<file path="config.mk">
export PLATFORM = sky130hd
export DESIGN_NAME = chan_cfg_regs
export DESIGN_NICKNAME = d
export VERILOG_FILES = /design/src/source/chan_est_types_pkg.sv /design/src/source/chan_cfg_pkg.sv /design/src/source/chan_cfg_regs.sv
export VERILOG_INCLUDE_DIRS = /design/src /design/src/source
export SDC_FILE = /design/constraint.sdc
export NUM_CORES = 1
export LEC_CHECK = 0
export BUFFER_PORTS_ARGS = -buffer_cell sky130_fd_sc_hd__buf_2
export CAP_MARGIN = 20
export CELL_PAD_IN_SITES_DETAIL_PLACEMENT = 1
export CELL_PAD_IN_SITES_GLOBAL_PLACEMENT = 2
export CORE_MARGIN = 5
export CORE_UTILIZATION = 32
export CTS_CLUSTER_DIAMETER = 80
export DETAILED_ROUTE_END_ITERATION = 12
export PLACE_DENSITY = 0.76
export REMOVE_ABC_BUFFERS = 1
export SKIP_CTS_REPAIR_TIMING = 1
export SKIP_LAST_GASP = 1
export SLEW_MARGIN = 20
export SYNTH_ARGS = -nofsm -noshare
export SYNTH_HDL_FRONTEND = slang
export SYNTH_SLANG_ARGS = --single-unit
export TNS_END_PERCENT = 20
</file>
<file path="constraint.sdc">
create_clock -name clk -period 0.8 [get_ports clk]
set_input_delay 0.04 -clock clk [delete_from_list [all_inputs] [get_ports clk]]
set_output_delay 0.04 -clock clk [all_outputs]
set_load 0.005 [all_outputs]
</file>
<file path="src/source/chan_est_consts.svh">
`ifndef CHAN_EST_CONSTS_SVH
`define CHAN_EST_CONSTS_SVH

// ~~~~~~~~~~~~~~~~~~~~~~~~~~~~~~~~~~~~~~~~~~~~~~~~~~~~~~~~~~~~~~~~~~~~~~~~~
// lane and tap geometry.
// ~~~~~~~~~~~~~~~~~~~~~~~~~~~~~~~~~~~~~~~~~~~~~~~~~~~~~~~~~~~~~~~~~~~~~~~~~
`define CHAN_LANES 16
`define CHAN_TAPS 16

// one word plus the bits carried over from the word before.
`define CHAN_HIST_W (`CHAN_TAPS - 1)
`define CHAN_WIN_W (`CHAN_LANES + `CHAN_TAPS - 1)

// ~~~~~~~~~~~~~~~~~~~~~~~~~~~~~~~~~~~~~~~~~~~~~~~~~~~~~~~~~~~~~~~~~~~~~~~~~
// datapath widths.
// ~~~~~~~~~~~~~~~~~~~~~~~~~~~~~~~~~~~~~~~~~~~~~~~~~~~~~~~~~~~~~~~~~~~~~~~~~
`define CHAN_COEF_W 10
`define CHAN_CODE_W 8
`define CHAN_ERR_W 9
`define CHAN_SHIFT_W 2
// 16 taps of full scale need 4 bits on top of the coefficient, plus sign.
`define CHAN_ACC_W 15
`define CHAN_CFG_DATA_W 16
`define CHAN_CFG_ADDR_W 5

`endif
</file>
<file path="src/source/chan_est_types_pkg.sv">
`include "chan_est_consts.svh"

package chan_est_types_pkg;

    // ~~~~~~~~~~~~~~~~~~~~~~~~~~~~~~~~~~~~~~~~~~~~~~~~~~~~~~~~~~~~~~~~~~~~~
    // datapath value types.
    // ~~~~~~~~~~~~~~~~~~~~~~~~~~~~~~~~~~~~~~~~~~~~~~~~~~~~~~~~~~~~~~~~~~~~~

    // one sample of the estimated pulse response.
    typedef logic signed [`CHAN_COEF_W-1:0] coef_t;

    // adc code as received, or as predicted by a lane.
    typedef logic signed [`CHAN_CODE_W-1:0] code_t;

    // signed sum over all taps of one lane.
    typedef logic signed [`CHAN_ACC_W-1:0] acc_t;

    // estimate minus actual, never overflows.
    typedef logic signed [`CHAN_ERR_W-1:0] err_t;

    // arithmetic right shift applied to the tap sum.
    typedef logic [`CHAN_SHIFT_W-1:0] shift_t;

    // code range expressed at sum width, used for saturation.
    localparam acc_t CODE_MAX = acc_t'((1 << (`CHAN_CODE_W - 1)) - 1);
    localparam acc_t CODE_MIN = acc_t'(-(1 << (`CHAN_CODE_W - 1)));

endpackage

</file>
<file path="src/source/chan_cfg_pkg.sv">
`include "chan_est_consts.svh"

package chan_cfg_pkg;

    import chan_est_types_pkg::*;

    // ~~~~~~~~~~~~~~~~~~~~~~~~~~~~~~~~~~~~~~~~~~~~~~~~~~~~~~~~~~~~~~~~~~~~~
    // register map.
    // ~~~~~~~~~~~~~~~~~~~~~~~~~~~~~~~~~~~~~~~~~~~~~~~~~~~~~~~~~~~~~~~~~~~~~
    typedef logic [`CHAN_CFG_ADDR_W-1:0] cfg_addr_t;

    // taps sit at addresses 0 up to this one, tap index equals address.
    localparam cfg_addr_t CFG_TAP_LAST = cfg_addr_t'(`CHAN_TAPS - 1);
    localparam cfg_addr_t CFG_SHIFT_ADDR = cfg_addr_t'(`CHAN_TAPS);

    // ~~~~~~~~~~~~~~~~~~~~~~~~~~~~~~~~~~~~~~~~~~~~~~~~~~~~~~~~~~~~~~~~~~~~~
    // data word views, the address picks which one is meant.
    // ~~~~~~~~~~~~~~~~~~~~~~~~~~~~~~~~~~~~~~~~~~~~~~~~~~~~~~~~~~~~~~~~~~~~~
    typedef struct packed {
        logic [`CHAN_CFG_DATA_W-`CHAN_COEF_W-1:0] rsvd;
        coef_t coef;
    } cfg_coef_view_t;

    typedef struct packed {
        logic [`CHAN_CFG_DATA_W-`CHAN_SHIFT_W-1:0] rsvd;
        shift_t shift;
    } cfg_shift_view_t;

    typedef union packed {
        cfg_coef_view_t coef_view;
        cfg_shift_view_t shift_view;
    } cfg_word_u;

endpackage

</file>
<file path="src/source/chan_cfg_regs.sv">
`timescale 1ns/1ps
`include "chan_est_consts.svh"

module chan_cfg_regs (
    input  logic                       clk,
    input  logic                       rst_n,
    input  logic                       cfg_valid,
    input  chan_cfg_pkg::cfg_addr_t    cfg_addr,
    input  chan_cfg_pkg::cfg_word_u    cfg_data,
    output chan_est_types_pkg::coef_t  taps [0:`CHAN_TAPS-1],
    output chan_est_types_pkg::shift_t shift
);

    import chan_cfg_pkg::*;

    localparam int TAP_IDX_W = $clog2(`CHAN_TAPS);

    logic                 tap_we;
    logic                 shift_we;
    logic [TAP_IDX_W-1:0] tap_idx;

    // address decode.
    assign tap_we = cfg_valid && (cfg_addr <= CFG_TAP_LAST);
    assign shift_we = cfg_valid && (cfg_addr == CFG_SHIFT_ADDR);
    assign tap_idx = cfg_addr[TAP_IDX_W-1:0];

    // addresses above the shift register are silently dropped.
    always_ff @(posedge clk or negedge rst_n) begin
        if (!rst_n) begin
            for (int k = 0; k < `CHAN_TAPS; k++) begin
                taps[k] <= '0;
            end
            shift <= '0;
        end else begin
            if (tap_we) begin
                taps[tap_idx] <= cfg_data.coef_view.coef;
            end
            if (shift_we) begin
                shift <= cfg_data.shift_view.shift;
            end
        end
    end

endmodule

</file>
Word-level counts from Yosys, hierarchy flattened
Index checks and enable logic that the tools add are counted.

storage, ports and cells
  output and inout port bits = 162
  bits in registers = 162
  input bits = 24
  logic and storage cells = 28

operators by class
  bitwise gates (word level) = 1
  magnitude comparators = 3
  reduce and logical (&&, ||, !) cells = 3
  eq/ne operators = 1
  muxes and demuxes = 3

operators by type and width
  operator                                                                           number
  160-bit bitwise mux                                                                1
  10-bit demux with 4-bit select                                                     1
  10-bit 2-to-1 mux                                                                  1
  5-bit equality test (second input constant)                                        1
  5-bit greater-or-equal comparator (second input constant)                          1
  5-bit by 4-bit less-or-equal comparator with 1-bit output (second input constant)  1
  5-bit by 1-bit less-than comparator with 1-bit output (second input constant)      1
  4-bit inverter with 5-bit output                                                   1
  1-bit logical AND                                                                  3

Depth between registers and ports, before layout
Gate-level depths: netlist of run 1.

  depth after elaboration = 6
  depth in mapped cells = 5
  depth with buffers taken out = 3

Worst setup path after synthesis of run 1
OpenSTA, ideal clock, no wires.

  path type = input port to flip-flop
  start point = input port cfg_addr[1]
  end point = register taps[150] in the netlist's numbering
  setup slack = -0.428 ns
  cell stages on the path = 4
  data required time = 0.675 ns
  arrival = 1.104 ns
  library setup time = 0.125 ns
  cells stage by stage = clkbuf_1 > nor4b_2 > nand2_1 > mux2_2

between the ends
  cells in the longest elaborated chain, start to end = 6
  elaborated cells between the ends (all ways) = 9
  those cells by class = 3 x order compare; 3 x mux; 1 x bitwise; 2 x reduce/logical

RTL lines
  element                                                                                                                           RTL line             source
  from (decl)                                                                                                                       chan_cfg_regs.sv:8   input chan_cfg_pkg::cfg_addr_t cfg_addr,
  4-bit inverter with 5-bit output (implied by the code)                                                                            chan_cfg_regs.sv:36  taps[tap_idx] <= cfg_data.coef_view.coef;
  5-bit greater-or-equal comparator (implied by the code) or 5-bit by 1-bit less-than comparator with 1-bit output (tied branches)  chan_cfg_regs.sv:36
  1-bit logical AND (implied by the code)                                                                                           chan_cfg_regs.sv:36
  10-bit 2-to-1 mux (implied by the code)                                                                                           chan_cfg_regs.sv:36
  10-bit demux with 4-bit select                                                                                                    chan_cfg_regs.sv:36
  160-bit bitwise mux                                                                                                               chan_cfg_regs.sv:36
  to (signal, indexed assignment)                                                                                                   chan_cfg_regs.sv:36
  to (decl)                                                                                                                         chan_cfg_regs.sv:10  output chan_est_types_pkg::coef_t taps [0:`CHAN_TAPS-1],

Several ways; a longest one is shown, not always the timed one.
A chain may end at the register's enable or synchronous reset.

Worst setup path after layout of run 1
  start point = register taps[9] in the netlist's numbering
  end point = output port taps[9] in the netlist's numbering

No word-level cell between the ends.

==> results of run 1 <==
worst min-delay path by stage:
stage / slack, ns / from / to
finish: 0.06 / rst_n / taps[148]
floorplan: -0.26 / rst_n / shift[0]
global placement: -0.08 / rst_n / taps[123]
detailed placement: -0.08 / rst_n / taps[123]
CTS: -0.53 / rst_n / taps[136]
global route: 0.06 / rst_n / taps[136]
worst max-delay path, delay by kind of cell (launching register included):
| family | cells | cell delay (ns) |
|---|---|---|
| DFF | 1 | 0.40 |
| buffers and inverters | 2 | 0.22 |
stage by stage:
step	cell area [µm²]	setup TNS, ns
floorplan	6060	-54.42
global placement	7720	-82.31
detailed placement	7720	-86.14
CTS	8310	-46.70
global route	8510	-54.52
finish	8510	-39.96
cell usage after synthesis, types with 2 or more instances:
master                     count
sky130_fd_sc_hd__and3_1        3
sky130_fd_sc_hd__and4bb_2      2
sky130_fd_sc_hd__buf_2         8
sky130_fd_sc_hd__clkbuf_1     11
sky130_fd_sc_hd__dfrtp_1     162
sky130_fd_sc_hd__mux2_2      162
sky130_fd_sc_hd__nand2_1       9
sky130_fd_sc_hd__nand3b_1      2
sky130_fd_sc_hd__nor2_1        2
sky130_fd_sc_hd__nor2b_1       3
sky130_fd_sc_hd__nor4b_2       2
registers in the layout (all words and copies together), names as in the netlist:
signal  flops
taps      160
shift       2
power groups by stage:
stage / clock (µW) / combinational, µW / sequential (µW)
after floorplan: 0 / 1440 / 10800
final: 8040 / 4440 / 10700
after global placement: 0 / 4120 / 10700
after global routing: 8660 / 4860 / 10800
after detailed placement: 0 / 4270 / 10800
after CTS: 8220 / 4280 / 10700
layout make-up:
type	count	area, µm²
flip-flops and latches	162	4050
well taps	234	293
repair buffers	226	1520
multi-input cells	189	2050
clock buffers	23	498
fillers	1924	10300
clock inverters	9	95.1
layer usage:
| layer | GRT usage | up-vias |
|---|---|---|
| met5 | 0 | - |
| met4 | 0.0370 | 2 |
| met3 | 0.0582 | 9 |
| met2 | 0.268 | 115 |
| met1 | 0.210 | 2102 |
| li1 | - | 1766 |
cell families (layout without fill, tap and decap cells):
logic type,after synthesis,in the layout,share of synthesized area
multiplexers,162,162,0.297
flip-flops,162,162,0.661
AND/OR/NAND/NOR,27,27,0.0290
buffers and inverters,19,258,0.0133
==> summary.txt, run 1 <==
run status - complete, but fails checks
violations in the final reports - negative setup slack
initial antenna violation count - 1
biggest area contributors in the synthesized netlist - sky130_fd_sc_hd__dfrtp_1 66%, sky130_fd_sc_hd__mux2_2 30%, sky130_fd_sc_hd__clkbuf_1 0.67%
total power after layout - 23100 µW
shortest period the worst path allows - 1.09 ns
Max Clock Freq - 921 MHz
number of failing hold endpoints at the final stage - 0
cell chain of the critical path - buf_6, buf_6
via count of the first global-routing pass - 4471
average instance area after synthesis - 16.6 µm²
die height - 148 µm
worst path required time - 0.76 ns
Synth Instances - 370
ratio of routed vias to standard cells - 4.74
final-layout worst hold slack - 0.0609 ns
clock root buffer - sky130_fd_sc_hd__clkbuf_16
Peak supply drop - 1.42 mV
ant diodes - 0
proportion of register bits with asynchronous set or reset after synthesis - 1.00
total internal power - 17100 µW
top cell type by total area after synthesis - sky130_fd_sc_hd__dfrtp_1
Core ar. - 18800 µm²
layout overhead on the synthesized area - 38.7%
share of synthesized area occupied by flip-flops and latches - 0.661
top_reg_cell synth - sky130_fd_sc_hd__dfrtp_1
Power Density - 2720 nW/µm²
area share of the largest cell type after synthesis - 0.661
clock latency of the later-clocked register in the worst-skew pair - 0.42 ns
total overflow reported by the global router - 0
final clock skew - 0 ns
detail-routed net length per standard cell - 21.2 µm
power share of the combinational group - 0.192
DRT Wirelength - 17900 µm
first-pass GRT wire length - 27500 µm
Reg2Reg Launch Point - taps[118]
number of nets in the layout - 620
flip-flop and latch count after synthesis - 162
critical path capture point - taps[9]
count of max-cap constraint violations - 0
global placement routability congestion - 0.752
half-perimeter wire length of the detailed placement result - 12400 µm
count of port buffers added during placement - 179
Worst R2R Path Depth - 2
violation count after the first detailed-routing iteration - 102
Mapped Area - 6140 µm²
power share of the clock group - 0.348
Site Rows - 50
detailed-route wire length on metal 1 - 7680 µm
destination of the worst register-to-register timing path - taps[118]
pin slew with the least headroom to its limit - 0.486 ns
Sequential Power Share - 0.461
1st-pass router iterations - 4
critical path start-end classification - flop to output port
DR WL met2 - 8890 µm
cell count after placement - 802
Num Clock Sinks - 162
topmost layer with routed signal wires - met5
clock slew at reported path FFs - 0.06 ns
non-filler cells, final - 843
initial standard-cell utilization of the core - 0.327
net switching power of the design - 5990 µW
number of buffers created by CTS - 17
relative max-transition margin - 0.676
final critical-path share of the clock period - 1.36
distinct cell type count after synthesis - 15
number of top-level pins - 186
H-Tree Depth - 4
area of the die - 22000 µm²
routed length on met3 - 1180 µm
critical path startpoint category - flop
worst setup slack after placement - -0.684 ns
total global-route track usage - 0.164
max-slew violation count - 0
Sw Share - 0.259
remaining antenna violation count - 0
delay of the slowest cell on the worst path - 0.40 ns
TritonCTS clock tree - yes
Crit-path slowest cell - sky130_fd_sc_hd__dfrtp_1
most common cell after layout, fill and taps aside - sky130_fd_sc_hd__buf_2
number of enable flip-flop cells after synthesis - 0
crit path launch - taps[9]
pin count of the biggest net entering global routing - 53
WP data arrival - 1.05 ns
Worst Slack Setup Final - -0.285 ns
fraction of final layout cells with drive strength greater than 1 - 0.698
leakage - 0.00436 µW
RSZ-0062 raised after global routing - true
number of warnings issued by yosys - 0
path type of the worst min-delay path - primary input to async pin
total via count in the routed design - 3994
worst-path fanout max - 2
horizontal die dimension - 148 µm
endpoint class of the critical path - output port
most frequent cells in the layout - 172 x sky130_fd_sc_hd__buf_2, 162 x sky130_fd_sc_hd__dfrtp_1, 152 x sky130_fd_sc_hd__mux2_2
most repeated library cell on the critical path - sky130_fd_sc_hd__buf_6
number of buffers between clock root and the deepest sink - 2
register-to-register setup slack - -0.10 ns
final setup vio count - 303
fin util - 0.454
total DRC errors in the routed layout - 0
No activity file was read; power rests on OpenSTA's default activity.
==> inputs of run 2 (changes only) <==
--- a/config.mk
+++ b/config.mk
@@ -11,10 +11,10 @@
 export CELL_PAD_IN_SITES_DETAIL_PLACEMENT = 1
 export CELL_PAD_IN_SITES_GLOBAL_PLACEMENT = 2
 export CORE_MARGIN = 5
-export CORE_UTILIZATION = 32
+export CORE_UTILIZATION = 25
 export CTS_CLUSTER_DIAMETER = 80
 export DETAILED_ROUTE_END_ITERATION = 12
-export PLACE_DENSITY = 0.76
+export PLACE_DENSITY = 0.6
 export REMOVE_ABC_BUFFERS = 1
 export SKIP_CTS_REPAIR_TIMING = 1
 export SKIP_LAST_GASP = 1
==> constraint.sdc (replaced) <==
create_clock -name clk -period 1.4 [get_ports clk]
set_input_delay 0.07 -clock clk [delete_from_list [all_inputs] [get_ports clk]]
set_output_delay 0.07 -clock clk [all_outputs]
set_load 0.005 [all_outputs]
==> run 2 against run 1 <==
The flow now finishes without violations; critical path depth grew 2; power shrank 44%; worst hold slack gained 0.077 ns; first-iteration DRC count grew 18%; die area grew 26%.
==> summary.txt, run 2 (same netlist as run 1, synthesis figures left out) <==
run status - finished, final reports clean
Reg2Reg Launch Point - taps[156]
number of buffers created by CTS - 17 (unchanged)
final critical-path share of the clock period - 0.735
TritonCTS clock tree - yes
crit path launch - cfg_addr[1]
total via count in the routed design - 3919 (-1.9%)
endpoint class of the critical path - flop
final clock skew - 0 ns (unchanged)
Num Clock Sinks - 162 (unchanged)
shortest period the worst path allows - 1.03 ns
Worst Slack Setup Final - 0.371 ns (+0.657 ns)
count of port buffers added during placement - 179 (unchanged)
ratio of routed vias to standard cells - 4.28 (-9.6%)
final-layout worst hold slack - 0.138 ns (+0.0774 ns)
half-perimeter wire length of the detailed placement result - 12600 µm (+1.8%)
1st-pass router iterations - 6 (+2)
Sw Share - 0.271 (+0.0115)
most common cell after layout, fill and taps aside - sky130_fd_sc_hd__buf_2
Max Clock Freq - 972 MHz
H-Tree Depth - 4 (unchanged)
footprint of the multi-input gates - 2000 µm² (-2.6%)
worst-path fanout max - 10 (+8)
via count of the first global-routing pass - 4377 (-2.1%)
WP data arrival - 1.32 ns (+0.27 ns)
remaining antenna violation count - 0 (unchanged)
global placement routability congestion - 0.738 (-1.9%)
layout overhead on the synthesized area - 35.6%
pin slew with the least headroom to its limit - 0.491 ns (+0.00466 ns)
leakage - 0.00422 µW (-3.2%)
critical path start-end classification - primary input to flop
max-slew violation count - 0 (unchanged)
most frequent cells in the layout - 178 x sky130_fd_sc_hd__buf_2, 162 x sky130_fd_sc_hd__mux2_2, 162 x sky130_fd_sc_hd__dfrtp_1
pin count of the biggest net entering global routing - 51 (-3.8%)
clock latency of the later-clocked register in the worst-skew pair - 0.41 ns (about the same)
Site Rows - 57 (+14%)
number of buffers between clock root and the deepest sink - 2 (unchanged)
largest registers ranked by flip-flop count - taps x160, shift x2
path type of the worst min-delay path - primary input to async pin
Peak supply drop - 0.761 mV (-46%)
DRT Wirelength - 18300 µm (+2.2%)
clock slew at reported path FFs - 0.07 ns (about the same)
total internal power - 9470 µW (-45%)
final setup vio count - 0 (-100%)
area of the die - 27800 µm² (+26%)
number of failing hold endpoints at the final stage - 0 (unchanged)
total overflow reported by the global router - 0 (unchanged)
horizontal die dimension - 167 µm (+12%)
most flop-heavy register - taps
initial antenna violation count - 0 (-1)
violation count after the first detailed-routing iteration - 120 (+18%)
initial standard-cell utilization of the core - 0.253 (-0.0739)
critical path startpoint category - primary input
die height - 167 µm (+12%)
Sequential Power Share - 0.469 (+0.008)
first-pass GRT wire length - 28300 µm (+3.0%)
clock root buffer - sky130_fd_sc_hd__clkbuf_16
worst setup slack after placement - -0.0501 ns (+0.634 ns)
power share of the clock group - 0.355 (+0.007)
register area - 4050 µm² (unchanged)
number of top-level pins - 186 (unchanged)
relative max-transition margin - 0.673 (-0.00311)
total global-route track usage - 0.133 (-0.0309)
Power Density - 1560 nW/µm² (-43%)
number of inserted filler cells in the final layout - 2583 (+34%)
Core ar. - 24200 µm² (+29%)
detail-routed net length per standard cell - 20.0 µm (-5.8%)
RSZ-0062 raised after global routing - false
worst path required time - 1.69 ns (+0.93 ns)
flip-flop count of the largest register after layout - 160 (unchanged)
fraction of final layout cells with drive strength greater than 1 - 0.686 (-0.0114)
net switching power of the design - 3510 µW (-41%)
total DRC errors in the routed layout - 0 (unchanged)
number of nets in the layout - 601 (-3.1%)
count of max-cap constraint violations - 0 (unchanged)
power share of the combinational group - 0.176 (-0.016)
-- run 2: cell count changes in the layout (fill, tap and decap cells not counted), moves of 2 or more --
| cell | delta |
|---|---|
| sky130_fd_sc_hd__buf_2 | +6 |
| sky130_fd_sc_hd__buf_4 | -10 |
| sky130_fd_sc_hd__buf_6 | -12 |
| sky130_fd_sc_hd__clkbuf_8 | -4 |
| sky130_fd_sc_hd__clkinv_2 | +2 |
| sky130_fd_sc_hd__clkinvlp_4 | -4 |
| sky130_fd_sc_hd__inv_6 | +3 |
| sky130_fd_sc_hd__inv_8 | +3 |
| sky130_fd_sc_hd__mux2_2 | +10 |
| sky130_fd_sc_hd__mux2_4 | -10 |
-- run 2: area by class of cell --
type,count,area share
Sequential cell,162,0.487
Clock buffer,18,0.0528
Antenna cell,1,0.000301
Multi-Input combinational cell,189,0.240
Timing Repair Buffer,207,0.153
Clock inverter,14,0.0173
Tap cell,324,0.0487
-- run 2: worst paths after layout --
kind	cells past startpoint	slack, ns	end
max in group asynchronous	3	0.63	taps[74]
setup reg to reg	1	0.61	taps[156]
hold / removal	2	0.14	taps[32]
min in group clk	3	0.18	shift[0]
setup / recovery	4	0.37	taps[154]
hold reg to reg	1	0.50	taps[92]
-- run 2: routing by layer --
metal  global-route usage  wire (µm)
met3               0.0401        913
met1                0.176       8340
met2                0.217       8900
met4               0.0288        114
met5                    0          0
-- run 2: power groups by stage --
stage               clock (µW)  combinational (µW)  sequential, µW
detailed placement           0                2370            6190
global route              4990                2540            6210
global placement             0                2310            6140
finish                    4620                2290            6090
CTS                       4810                2370            6110
floorplan                    0                 824            6180
-- run 2: critical path: stages --
cell	delay, ns
sky130_fd_sc_hd__buf_2	0.15
sky130_fd_sc_hd__nor4b_2	0.36
sky130_fd_sc_hd__nand2_1	0.35
sky130_fd_sc_hd__mux2_2	0.38
-- run 2: metrics by stage --
step | util | setup TNS [ns] | total power (µW) | instance area [µm²] | cells
floorplan | - | -2.87 | 7000 | 6060 | 351
global placement | 0.319 | -0.736 | 8450 | 7730 | 881
detailed placement | 0.319 | -1.06 | 8560 | 7730 | 881
CTS | 0.343 | 0 | 13300 | 8310 | 913
global route | 0.343 | 0 | 13700 | 8320 | 914
finish | 0.343 | 0 | 13000 | 8320 | 915
