==> src/source/chan_est_consts.svh <==
`ifndef CHAN_EST_CONSTS_SVH
`define CHAN_EST_CONSTS_SVH

// ~~~~~~~~~~~~~~~~~~~~~~~~~~~~~~~~~~~~~~~~~~~~~~~~~~~~~~~~~~~~~~~~~~~~~~~~~
// lane and tap geometry.
// ~~~~~~~~~~~~~~~~~~~~~~~~~~~~~~~~~~~~~~~~~~~~~~~~~~~~~~~~~~~~~~~~~~~~~~~~~
`define CHAN_LANES 16
`define CHAN_TAPS 16

// one word plus the bits carried over from the word before.
`define CHAN_HIST_W (`CHAN_TAPS - 1)
`define CHAN_WIN_W (`CHAN_LANES + `CHAN_TAPS - 1)

// ~~~~~~~~~~~~~~~~~~~~~~~~~~~~~~~~~~~~~~~~~~~~~~~~~~~~~~~~~~~~~~~~~~~~~~~~~
// datapath widths.
// ~~~~~~~~~~~~~~~~~~~~~~~~~~~~~~~~~~~~~~~~~~~~~~~~~~~~~~~~~~~~~~~~~~~~~~~~~
`define CHAN_COEF_W 10
`define CHAN_CODE_W 8
`define CHAN_ERR_W 9
`define CHAN_SHIFT_W 2
// 16 taps of full scale need 4 bits on top of the coefficient, plus sign.
`define CHAN_ACC_W 15
`define CHAN_CFG_DATA_W 16
`define CHAN_CFG_ADDR_W 5

`endif
==> src/source/chan_est_types_pkg.sv <==
`include "chan_est_consts.svh"

package chan_est_types_pkg;

    // ~~~~~~~~~~~~~~~~~~~~~~~~~~~~~~~~~~~~~~~~~~~~~~~~~~~~~~~~~~~~~~~~~~~~~
    // datapath value types.
    // ~~~~~~~~~~~~~~~~~~~~~~~~~~~~~~~~~~~~~~~~~~~~~~~~~~~~~~~~~~~~~~~~~~~~~

    // one sample of the estimated pulse response.
    typedef logic signed [`CHAN_COEF_W-1:0] coef_t;

    // adc code as received, or as predicted by a lane.
    typedef logic signed [`CHAN_CODE_W-1:0] code_t;

    // signed sum over all taps of one lane.
    typedef logic signed [`CHAN_ACC_W-1:0] acc_t;

    // estimate minus actual, never overflows.
    typedef logic signed [`CHAN_ERR_W-1:0] err_t;

    // arithmetic right shift applied to the tap sum.
    typedef logic [`CHAN_SHIFT_W-1:0] shift_t;

    // code range expressed at sum width, used for saturation.
    localparam acc_t CODE_MAX = acc_t'((1 << (`CHAN_CODE_W - 1)) - 1);
    localparam acc_t CODE_MIN = acc_t'(-(1 << (`CHAN_CODE_W - 1)));

endpackage

==> src/source/channel_filter.sv <==
`timescale 1ns/1ps
`include "chan_est_consts.svh"

module channel_filter (
    input  logic                       clk,
    input  logic                       rst_n,
    input  logic                       advance,
    input  logic                       win_valid,
    input  logic [`CHAN_TAPS-1:0]      slice,
    input  chan_est_types_pkg::coef_t  taps [0:`CHAN_TAPS-1],
    input  chan_est_types_pkg::shift_t shift,
    input  chan_est_types_pkg::code_t  act_in,
    output logic                       est_valid,
    output chan_est_types_pkg::code_t  est_code,
    output chan_est_types_pkg::code_t  act_code
);

    import chan_est_types_pkg::*;

    acc_t  tap_sum;
    acc_t  scaled;
    code_t est_next;

    // ~~~~~~~~~~~~~~~~~~~~~~~~~~~~~~~~~~~~~~~~~~~~~~~~~~~~~~~~~~~~~~~~~~~~~
    // pulse response applied to the slice.
    // ~~~~~~~~~~~~~~~~~~~~~~~~~~~~~~~~~~~~~~~~~~~~~~~~~~~~~~~~~~~~~~~~~~~~~
    // tap 0 sees the newest bit of the slice, the last tap sees bit 0.
    always_comb begin
        tap_sum = '0;
        for (int k = 0; k < `CHAN_TAPS; k++) begin
            if (slice[`CHAN_TAPS-1-k]) begin
                tap_sum = tap_sum + acc_t'(taps[k]);
            end else begin
                tap_sum = tap_sum - acc_t'(taps[k]);
            end
        end
    end

    // arithmetic shift keeps the sign.
    assign scaled = tap_sum >>> shift;

    always_comb begin
        if (scaled > CODE_MAX) begin
            est_next = code_t'(CODE_MAX);
        end else if (scaled < CODE_MIN) begin
            est_next = code_t'(CODE_MIN);
        end else begin
            est_next = code_t'(scaled);
        end
    end

    // ~~~~~~~~~~~~~~~~~~~~~~~~~~~~~~~~~~~~~~~~~~~~~~~~~~~~~~~~~~~~~~~~~~~~~
    // stage register.
    // ~~~~~~~~~~~~~~~~~~~~~~~~~~~~~~~~~~~~~~~~~~~~~~~~~~~~~~~~~~~~~~~~~~~~~
    always_ff @(posedge clk or negedge rst_n) begin
        if (!rst_n) begin
            est_valid <= 1'b0;
        end else if (advance) begin
            est_valid <= win_valid;
        end
    end

    // actual code rides along so it meets its estimate downstream.
    always_ff @(posedge clk) begin
        if (advance) begin
            est_code <= est_next;
            act_code <= act_in;
        end
    end

endmodule

==> config.mk <==
export PLATFORM = sky130hd
export DESIGN_NAME = channel_filter
export DESIGN_NICKNAME = d
export VERILOG_FILES = /design/src/source/chan_est_types_pkg.sv /design/src/source/channel_filter.sv
export VERILOG_INCLUDE_DIRS = /design/src /design/src/source
export SDC_FILE = /design/constraint.sdc
export NUM_CORES = 1
export LEC_CHECK = 0
export BUFFER_PORTS_ARGS = -buffer_cell sky130_fd_sc_hd__buf_2
export CORE_ASPECT_RATIO = 0.8
export CORE_UTILIZATION = 25
export CTS_BUF_LIST = sky130_fd_sc_hd__clkbuf_8
export DETAILED_ROUTE_END_ITERATION = 8
export GPL_TIMING_DRIVEN = 0
export PLACE_DENSITY_LB_ADDON = 0.08
export SYNTH_ARGS = -nofsm -noshare
export SYNTH_HDL_FRONTEND = slang
export SYNTH_SLANG_ARGS = --single-unit
export TNS_END_PERCENT = 1
==> constraint.sdc <==
create_clock -name clk -period 2.2 [get_ports clk]
set_input_delay 0.22 -clock clk [delete_from_list [all_inputs] [get_ports clk]]
set_output_delay 0.22 -clock clk [all_outputs]
set_load 0.02 [all_outputs]
# Word-level counts from Yosys, hierarchy flattened
# Cells that the tools add are included.
# classes
addsub	31
n_lt_le_gt_ge	2
shift	1
muxes	17
# op_table
op	count
$mux W15	16
$add A15 B10 Y15	15
$sub A15 B10 Y15	15
$gt A15 B8 Y1 const B	1
$lt A15 B8 Y1 const B	1
$sshr A15 B2 Y15	1
$sub A1 B10 Y11 const A	1
$mux W8	1
# word_totals
ff_bits	17
out_inout_bits	17
elab_cells	54

# Depth between registers and ports, before layout
# Gate-level depths: netlist of the first run.
# depth
depth_word	35
ltp_mapped	87
ltp_nobuf	84

# Least setup slack after synthesis of the first run
# OpenSTA, ideal clock, no wires.
# synth_timing
kind	input -> register
from	input slice[15]
to	register est_code[0], data pin
t_arrival_ns	18.015
required_time_ns	1.946
slack_ns	-16.068
path_stages	86
n_path_buf	4
cell_sequence	clkbuf_1 > mux2_2 > ha_1 > a21o_1 > a21oi_1 > o21bai_1 > a21oi_1 > o21bai_1 > a21oi_1 > o21bai_1 > a21oi_1 > o21bai_1 > a21oi_1 > or3b_2 > o211ai_1 > ha_1 > inv_1 > or3_1 > [50 not listed] > a311o_1 > ha_1 > mux2i_1 > o211ai_1 > a311o_1 > ha_1 > inv_1 > nor4_1 > a21oi_1 > o311ai_0 > a311o_1 > ha_1 > a21oi_1 > xnor3_1 > xnor3_1 > xnor3_1 > a41o_1 > a21o_1
# synth_via
elab_chain_len	34
elab_cells_between_ends	50
classes_between	add/sub: 30; order compare: 2; shift: 1; mux: 17
# synth_rtl
element	line	text
start: declaration	channel_filter.sv:9	input logic [`CHAN_TAPS-1:0] slice,
$mux W15 (*)	channel_filter.sv:31	if (slice[`CHAN_TAPS-1-k]) begin
$sub A15 B10 Y15 or $add A15 B10 Y15 (tied branches)	channel_filter.sv:34, channel_filter.sv:32	
$mux W15 (*)	channel_filter.sv:31	
$sub A15 B10 Y15 or $add A15 B10 Y15 (tied branches)	channel_filter.sv:34, channel_filter.sv:32	
$mux W15 (*)	channel_filter.sv:31	
$sub A15 B10 Y15 or $add A15 B10 Y15 (tied branches)	channel_filter.sv:34, channel_filter.sv:32	
$mux W15 (*)	channel_filter.sv:31	
$sub A15 B10 Y15 or $add A15 B10 Y15 (tied branches)	channel_filter.sv:34, channel_filter.sv:32	
[18 not listed]	n/a	
$mux W15 (*)	channel_filter.sv:31	
$sub A15 B10 Y15 or $add A15 B10 Y15 (tied branches)	channel_filter.sv:34, channel_filter.sv:32	
$mux W15 (*)	channel_filter.sv:31	
$sub A15 B10 Y15 or $add A15 B10 Y15 (tied branches)	channel_filter.sv:34, channel_filter.sv:32	
$mux W15 (*)	channel_filter.sv:31	
$sshr A15 B2 Y15 (*)	channel_filter.sv:40	assign scaled = tap_sum >>> shift;
$lt A15 B8 Y1	channel_filter.sv:45	end else if (scaled < CODE_MIN) begin
$mux W8	channel_filter.sv:45	
end signal: assignment	channel_filter.sv:66	est_code <= est_next;
end: declaration	channel_filter.sv:14	output chan_est_types_pkg::code_t est_code,
# Mark *: on every way between the ends. The rest lies on a longest branch, timed or not.
# A chain may end at the register's enable or synchronous reset.

# Worst setup path in the final report of the first run
# layout_timing
from	input taps[150] (netlist name)
to	register est_code[6], data pin
# layout_via
elab_chain_len	35
elab_cells_between_ends	51
classes_between	add/sub: 31; order compare: 2; shift: 1; mux: 17
# layout_rtl
element	line	text
start: declaration	channel_filter.sv:10	input chan_est_types_pkg::coef_t taps [0:`CHAN_TAPS-1],
$sub A1 B10 Y11	channel_filter.sv:34	tap_sum = tap_sum - acc_t'(taps[k]);
$mux W15 (*)	channel_filter.sv:31	
$sub A15 B10 Y15 or $add A15 B10 Y15 (tied branches)	channel_filter.sv:34, channel_filter.sv:32	
$mux W15 (*)	channel_filter.sv:31	
$sub A15 B10 Y15 or $add A15 B10 Y15 (tied branches)	channel_filter.sv:34, channel_filter.sv:32	
$mux W15 (*)	channel_filter.sv:31	
$sub A15 B10 Y15 or $add A15 B10 Y15 (tied branches)	channel_filter.sv:34, channel_filter.sv:32	
$mux W15 (*)	channel_filter.sv:31	
[19 not listed]	n/a	
$mux W15 (*)	channel_filter.sv:31	
$sub A15 B10 Y15 or $add A15 B10 Y15 (tied branches)	channel_filter.sv:34, channel_filter.sv:32	
$mux W15 (*)	channel_filter.sv:31	
$sub A15 B10 Y15 or $add A15 B10 Y15 (tied branches)	channel_filter.sv:34, channel_filter.sv:32	
$mux W15 (*)	channel_filter.sv:31	
$sshr A15 B2 Y15 (*)	channel_filter.sv:40	
$lt A15 B8 Y1	channel_filter.sv:45	
$mux W8	channel_filter.sv:45	
# Marked as above.

==> metrics.txt, run 1 <==
post-synthesis mux area share 5.27%; area share of the largest cell type after synthesis approximately 22%; run status finished, violations left; placed wire-length estimate 32300 um; Post-route DRC 0; final hold violations 0; Routed WL 36300 um; Critical Path RT approximately 2200 ps; clk sinks 17; initial drt markers 510; RSZ-0062 raised after global routing yes; Inst Count DP 2616; Synth Area in XOR/XNOR 22.0%; vias in the first global route 12300; adder-cell share of the synthesized area 23.8%; hold_sp act_in[1]; post-synth top area cell ha_1; CTS tree built; Distinct cells, synth 59; synthesized flop and latch total 17; Final ANT Viol Nets 0; worst slew margin relative to its limit 48.9%; Die Area 53500 sq um; most used cell, CP ha_4; FF-to-FF setup slack 1460 ps; post-synthesis simple-gate area fraction 14.5%; PnR worst setup slack -14650 ps; Setup WS pre-CTS -15820 ps; cells after synthesis 1734; most common cell in the synthesized netlist ha_1; area taken by multi-input logic gates 12300 sq um; register area 505 sq um; ys flop type edfxtp_1; drt via density 4.73; largest net degree at the start of global routing 18; placeable core area 51500 sq um; startpoint types primary input; GR Util All Layers around an eighth; H-Tree Level Count 1; Worst path max stage delay around 440 ps; fmax roughly 0.059 GHz; largest family of logic cells by synthesized area compound AO/OA/AOI/OAI gates; R2R Path Start est_valid$_DFFE_PN0P_; Initial Utilization about 26%; Synthesis Warnings 0; Synth Area per Inst 7.57 sq um; HP Class in -> reg; Non-Filler Instances 2648; ANT cells 0; first-pass GRT wire length 59400 um; reg2reg end est_valid$_DFFE_PN0P_; # nets final 2396; Final Slew Violations 0; Area growth syn-to-layout 18.8%; crit path time final 16850 ps; DR vias 12500; Mapped Area between 10000 and 15000 sq um; Area contributors post-synth ha_1 (22%), xnor2_1 (11%), xor2_1 (10%); highest fanout seen on the critical path 7; maximum capacitance violations 0; fin crit share 766%; CTS Buffer Depth 2; Initial DRT Pass Iterations 5; complex-gate fraction of the synthesized area 25.7%; Final Skew 0 ps; final setup vio count 8; cells on worst reg2reg path 1; Post-synth EDFFs 16; crit path DAT about 17000 ps; Site Rows 74; failing checks setup timing; critical path capture point type flop; TritonCTS buffer count 3; top cells by count, synth ha_1 (226), a21oi_1 (223), xnor2_1 (163), nor2_1 (155), xor2_1 (154); IO Count about 210; grt ovf 0; hold path depth 1; end of the worst hold path act_code[1]$_DFFE_PP_; Die Wd 258 um; initial antenna violation count 4; synthesized net count around 2200; Worst-Skew Late Latency 250 ps; Async SR Flop Fraction 5.88%; sequential area share after synthesis 3.85%; Setup CP Type in -> reg; fillers 5719; root buf cell clkbuf_8; RePlAce Congestion 0.846; Worst path slowest cell or4b_4; IO buf count 198; layout cell share with drive strength beyond 1 17.2%; Routed wire per std cell 13.7 um; Worst-path clk slew approximately 60 ps; Worst Tran Pin Value 757 ps; die height 207 um
## what timing repair did
action,CTS,global route
setup endpoints to repair,8,8
resized for setup,22,9
hold buffers,1,0
endpoints found under the hold margin,1,0
setup buffers,22,5
pin swaps,47,29
## cell usage in the layout, fill, tap and decap left out, drive strengths merged, types with 4 or more instances in the layout
cell type and count:
a311o 11, o21bai 65, nor4 26, a41oi 10, nand2b 24, o31a 4, o21ai 54, nor2 155
nor2b 8, nor4bb 4, xor2 154, a21o 68, clkbuf 27, nand4 4, o211ai 14, xnor3 5
o311ai 4, ha 226, mux2i 14, or4 4, a211oi 17, nor3b 8, nor3 56, inv 141
nand3b 7, buf 231, a21oi 223, or3 9, nand3 10, mux2 49, xnor2 163, a31oi 37
and3 7, edfxtp 16, nand2 47, fa 15, o21a 7, nor4b 9
## state kept, by name, summed over array words and instances, names as in the netlist
name / flops
est_code: 8
act_code: 8
est_valid: 1
## worst max-delay path: cells and delay by family
kind	cells	cell delay [ps]
AOI/OAI and AO/OA	39	6640
xor gates and xnor gates	3	770
adders and majority gates	16	4200
buffers and inverters	12	1040
muxes	8	1440
and+or+nand+nor	10	2520
## worst max-delay path by stage
| stage | start | endpoint | slack (ps) | cells past startpoint |
|---|---|---|---|---|
| after detailed placement | taps[140] | est_code[0]$_SDFFCE_PN1P_ | -15820 | 87 |
| after global placement | taps[140] | est_code[0]$_SDFFCE_PN1P_ | -15700 | 87 |
| after CTS | taps[150] | est_code[6]$_SDFFCE_PN1P_ | -15000 | 88 |
| after floorplan | taps[151] | est_code[0]$_SDFFCE_PN1P_ | -14130 | 87 |
| final | taps[150] | est_code[6]$_SDFFCE_PN1P_ | -14650 | 88 |
| after global routing | taps[150] | est_code[6]$_SDFFCE_PN1P_ | -15570 | 89 |
## area by class of cell
type	instances	share of cell area, %
multi-input combinational	1547	78.7
timing repair buffer	226	7.80
tap	684	5.48
inverter	140	3.51
sequential	17	3.24
buffer	30	0.970
clock buffer	3	0.265
clock inverter	1	0.0240
## kinds of logic (layout without fill, tap and decap cells)
kind of cell / Yosys count / in the layout
compound gates: 537 / 537
flops: 17 / 17
fa+ha+maj: 241 / 241
xor+xnor: 322 / 322
buf+inv: 170 / 400
mux: 63 / 63
simple gates: 384 / 384
## routing by layer
metal | wire length [um] | global-route usage, %
met1 | 18200 | 18.0
met2 | 16900 | 23.1
met3 | 856 | 0.942
met4 | 308 | 1.20
met5 | 54 | 0
## metrics by stage
step / instance area (sq um) / TNS, ps / hold WS (ps) / util, %
6_report: 15600 / -116580 / 143 / 30.3
5_1_grt: 15600 / -123950 / 133 / 30.3
2_1_floorplan: 13400 / -112510 / -75.6 / -
3_3_place_gp: 15200 / -125000 / -5.22 / 29.5
3_5_place_dp: 15200 / -125910 / -4.19 / 29.5
4_1_cts: 15500 / -119410 / 139 / 30.2
Power of run 1 is left out: the tool's default activity adds up to more than one toggle a clock period on the data nets, which glitch-free logic cannot reach.
==> inputs of run 2 (changes only) <==
==> constraint.sdc (replaced) <==
create_clock -name clk -period 2.2 [get_ports clk]
set_input_delay 0 -clock clk [delete_from_list [all_inputs] [get_ports clk]]
set_output_delay 0 -clock clk [all_outputs]
set_load 0.02 [all_outputs]
==> run 2 against run 1 <==
Compared with the run above: the run still ends with setup timing left; sequential share of layout area hardly changed; maximum frequency is 1.4% higher; via count is 0.46% higher; critical path type unchanged.
==> metrics.txt, run 2 (synthesis results as in run 1) <==
RePlAce Congestion 0.846; drt via density 4.74; fin crit share 756%; CTS tree built; placeable core area 51500 sq um; Worst-path clk slew 60 ps; Die Wd 258 um; ANT cells 0; Final Skew 0 ps; Buffers & Inverters on Critical Path 12; die height 207 um; Initial Utilization 25.5%; cell family with most CP delay compound AO/OA/AOI/OAI gates; clk sinks 17; HP Class in -> async; layout cell share with drive strength beyond 1 17.1%; Worst-Skew Late Latency 250 ps; IO Count about 210; critical path capture point type flop; Final Slew Violations 0; Routed wire per std cell 13.7 um; initial drt markers about 520; Routed WL approximately 36000 um; Setup CP Type in -> reg; dpl cell area 15200 sq um; # nets final 2405; commonest non-fill, non-tap cell in the layout ha_1; first-pass GRT wire length a little under 60000 um; largest net degree at the start of global routing 18; Min Hold Slack 42.0 ps; Top Layer Used met5; most used cell, CP ha_4; crit path time final 16630 ps; final setup vio count 8; GR Util All Layers 13.1%; Worst path slowest cell or4b_4; Final ANT Viol Nets 0; failing checks setup timing; vias in the first global route roughly 12000; run status finished, violations left; Die Area 53500 sq um; Initial DRT Pass Iterations 5; Met3 Wirelength roughly 870 um; Worst Tran Pin Value between 700 and 800 ps; Post-Route M1 WL 18200 um; root buf cell clkbuf_8; fmax 0.0602 GHz; crit path DAT around 17000 ps; TritonCTS buffer count 3; final hold violations 0; initial antenna violation count 4; IO buf count 198; H-Tree Level Count 1; Post-route DRC 0; maximum capacitance violations 0; placed wire-length estimate 32300 um; Worst path max stage delay roughly 440 ps; Site Rows 74; Area growth syn-to-layout 19.5%; metal2 WL 17000 um; CTS Buffer Depth 2; Final Cell Area 15700 sq um; PnR worst setup slack -14430 ps; startpoint types primary input; highest fanout seen on the critical path 7; grt ovf 0; registers with the most flip-flops act_code x8, est_code x8, est_valid x1; DR vias 12600; worst slew margin relative to its limit 48.6%; most frequent cells in the layout ha_1 (214), a21oi_1 (212), buf_2 (194); RSZ-0062 raised after global routing yes; Critical Path RT 2210 ps
run 2: cell types whose count changed in the layout (fill, tap and decap cells not counted), sizes merged:
cell	before	now
dlygate4sd3	1	10
run 2: worst paths after layout:
kind                                       start                         to  slack (ps)  depth (start not counted)
max                                    taps[150]  est_code[6]$_SDFFCE_PN1P_      -14430                         88
min reg2reg                est_valid$_DFFE_PN0P_      est_valid$_DFFE_PN0P_         510                          1
max in group asynchronous                  rst_n      est_valid$_DFFE_PN0P_        2080                          2
max reg2reg                est_valid$_DFFE_PN0P_      est_valid$_DFFE_PN0P_        1460                          1
min in group clk                         advance      act_code[4]$_DFFE_PP_         190                          1
min                                        rst_n      est_valid$_DFFE_PN0P_          40                          2
run 2: per-stage QoR:
step / cells / utilization (%) / setup TNS, ps / setup slack, ps
after floorplan: 1734 / - / -110750 / -13910
after detailed placement: 2616 / 29.5 / -124150 / -15600
after CTS: 2652 / 30.3 / -117650 / -14780
after global routing: 2657 / 30.5 / -122190 / -15350
final: 2657 / 30.5 / -114790 / -14430
after global placement: 2616 / 29.5 / -123240 / -15480
run 2: layout make-up:
| cell class | instances | area (sq um) |
|---|---|---|
| Buffer | 30 | 151 |
| Clock buffer | 3 | 41.3 |
| Clock inverter | 1 | 3.75 |
| Fill cell | 5707 | 35800 |
| Inverter | 140 | 548 |
| Multi-Input combinational cell | 1547 | 12300 |
| Sequential cell | 17 | 505 |
| Tap cell | 684 | 856 |
| Timing Repair Buffer | 235 | 1310 |
run 2: timing repair:
item | in CTS | in global routing
endpoints found under the hold margin | 10 | 0
resized for setup | 22 | 9
setup buffers | 22 | 5
pin swaps | 47 | 29
hold buffers | 10 | 0
endpoints found under the setup margin | 8 | 8
cloned | 0 | 0
run 2: metal layers:
layer / vias up / GRT usage, %
met5: - / 0
met4: 8 / 1.20
met3: 29 / 0.942
met2: 141 / 23.2
met1: 5645 / 18.0
li1: 6767 / -
Power of run 2 is left out for the same reason.
==> inputs of run 3 (changes only) <==
--- a/config.mk
+++ b/config.mk
@@ -6,7 +6,7 @@
 export SDC_FILE = /design/constraint.sdc
 export NUM_CORES = 1
 export LEC_CHECK = 0
-export BUFFER_PORTS_ARGS = -buffer_cell sky130_fd_sc_hd__buf_2
+export BUFFER_PORTS_ARGS = -buffer_cell sky130_fd_sc_hd__clkbuf_2
 export CORE_ASPECT_RATIO = 0.8
 export CORE_UTILIZATION = 25
 export CTS_BUF_LIST = sky130_fd_sc_hd__clkbuf_8
==> run 3 against run 2 <==
Compared with the run above: critical path depth is 2 lower; via count is 0.15% lower; wire length is 0.14% lower; sequential share of layout area hardly changed; worst setup slack worse by 83 ps; the flow still finishes with violations (setup timing); largest cell class unchanged; maximum frequency is 0.50% lower; flip-flop and latch count stayed put; die area stayed put; first-iteration DRC count is 22% lower; clock-buffer cell count stayed put.
==> metrics.txt, run 3 (synthesis results as in run 1) <==
IO buf count 198; Min Hold Slack 58.5 ps; ANT cells 0; Inst Count DP 2616; crit path time final 16710 ps; Worst Tran Pin Value around 740 ps; most used routing layer met2; Setup CP Type in -> reg; root buf cell clkbuf_8; layout cell share with drive strength beyond 1 17.4%; Critical Path RT 2200 ps; area taken by multi-input logic gates ~12000 sq um; commonest non-fill, non-tap cell in the layout ha_1; fin crit share 759%; worst slew margin relative to its limit 50.2%; Post-route DRC 0; Worst path max stage delay 510 ps; DR vias 12600; Initial Utilization about a quarter; final hold violations 0; first-pass GRT wire length 59800 um; Area growth syn-to-layout 20.1%; crit path DAT 16710 ps; Worst-path clk slew 60 ps; fillers about 5600; highest fanout seen on the critical path 7; met1 usage 17.9%; initial drt markers 410; grt ovf 0; die height 207 um; CTS Buffer Depth 2; RePlAce Congestion between 0.8 and 0.9; Initial DRT Pass Iterations 5; Routed wire per std cell 13.7 um; Final ANT Viol Nets 0; IO Count between 200 and 250; RSZ-0062 raised after global routing yes; fmax 0.0599 GHz; TritonCTS buffer count 3; initial antenna violation count 3; vias in the first global route approximately 12000; largest net degree at the start of global routing 18; met3 usage 1.15%; startpoint types primary input; Worst path slowest cell or4b_4; PnR worst setup slack -14510 ps; registers with the most flip-flops act_code x8, est_code x8, est_valid x1; Final Slew Violations 0; # nets final 2404; maximum capacitance violations 0; Die Area between 50000 and 60000 sq um; Routed WL 36400 um; Final Skew 0 ps; Die Wd between 200 and 300 um; drt via density 4.73; CTS tree built; setup TNS -115410 ps; final setup vio count 8; placed wire-length estimate between 30000 and 40000 um; Final Cell Area 15800 sq um; dpl cell area 15200 sq um; HP Class in -> async; R2R Path Start est_valid$_DFFE_PN0P_; CP Launch Point taps[151]; most used cell, CP ha_4; clk sinks 17; placeable core area just over 50000 sq um; critical path capture point type flop; register area 505 sq um; Site Rows 74; Worst-Skew Late Latency approximately 250 ps; H-Tree Level Count 1; Non-Filler Instances approximately 2700; M2 GR Usage between 20% and 30%; GR Util All Layers 13.2%; failing checks setup timing; run status finished, violations left; most frequent cells in the layout ha_1 (212), a21oi_1 (211), clkbuf_2 (194)
[run 3: final cells by class]
class	count	area share, %
tap	684	5.42
clock inverter	1	0.0238
buffer	28	0.785
clock buffer	3	0.262
timing repair buffer	236	8.59
inverter	140	3.49
multi-input combinational	1547	78.2
sequential	17	3.20
[run 3: worst paths after layout]
check	to	slack [ps]	cells after the start
worst max-delay path	est_code[0]$_SDFFCE_PN1P_	-14510	86
max in group asynchronous	est_valid$_DFFE_PN0P_	2060	2
min in group clk	act_code[4]$_DFFE_PP_	270	1
worst max register to register	est_valid$_DFFE_PN0P_	1460	1
worst min register to register	est_valid$_DFFE_PN0P_	520	1
worst min-delay path	est_valid$_DFFE_PN0P_	60	2
[run 3: through the flow]
step	util (%)	setup slack, ps
floorplan	-	-13910
global placement	29.5	-15480
detailed placement	29.5	-15630
CTS	30.5	-14830
global route	30.6	-15430
finish	30.6	-14510
[run 3: layer usage]
layer	routed length [um]	up-vias
met5	39	-
met4	184	6
met3	1070	19
met2	17200	149
met1	17900	5632
li1	-	6765
[run 3: what timing repair did]
item                                   in CTS  in global routing
endpoints found under the hold margin      10                  0
pin swaps                                  49                 47
gates cloned                                0                  0
hold buffers                               10                  0
setup buffers                              26                  2
setup endpoints to repair                   8                  8
gates resized for setup                    30                 16
[run 3: critical path: cells and delay by family]
kind	cells	cell delay (ps)
compound gates	37	6340
xor+xnor	3	760
fa+ha+maj	16	4320
buf+inv	10	790
mux	8	1380
simple gates	12	3100
Power of run 3 is left out for the same reason.
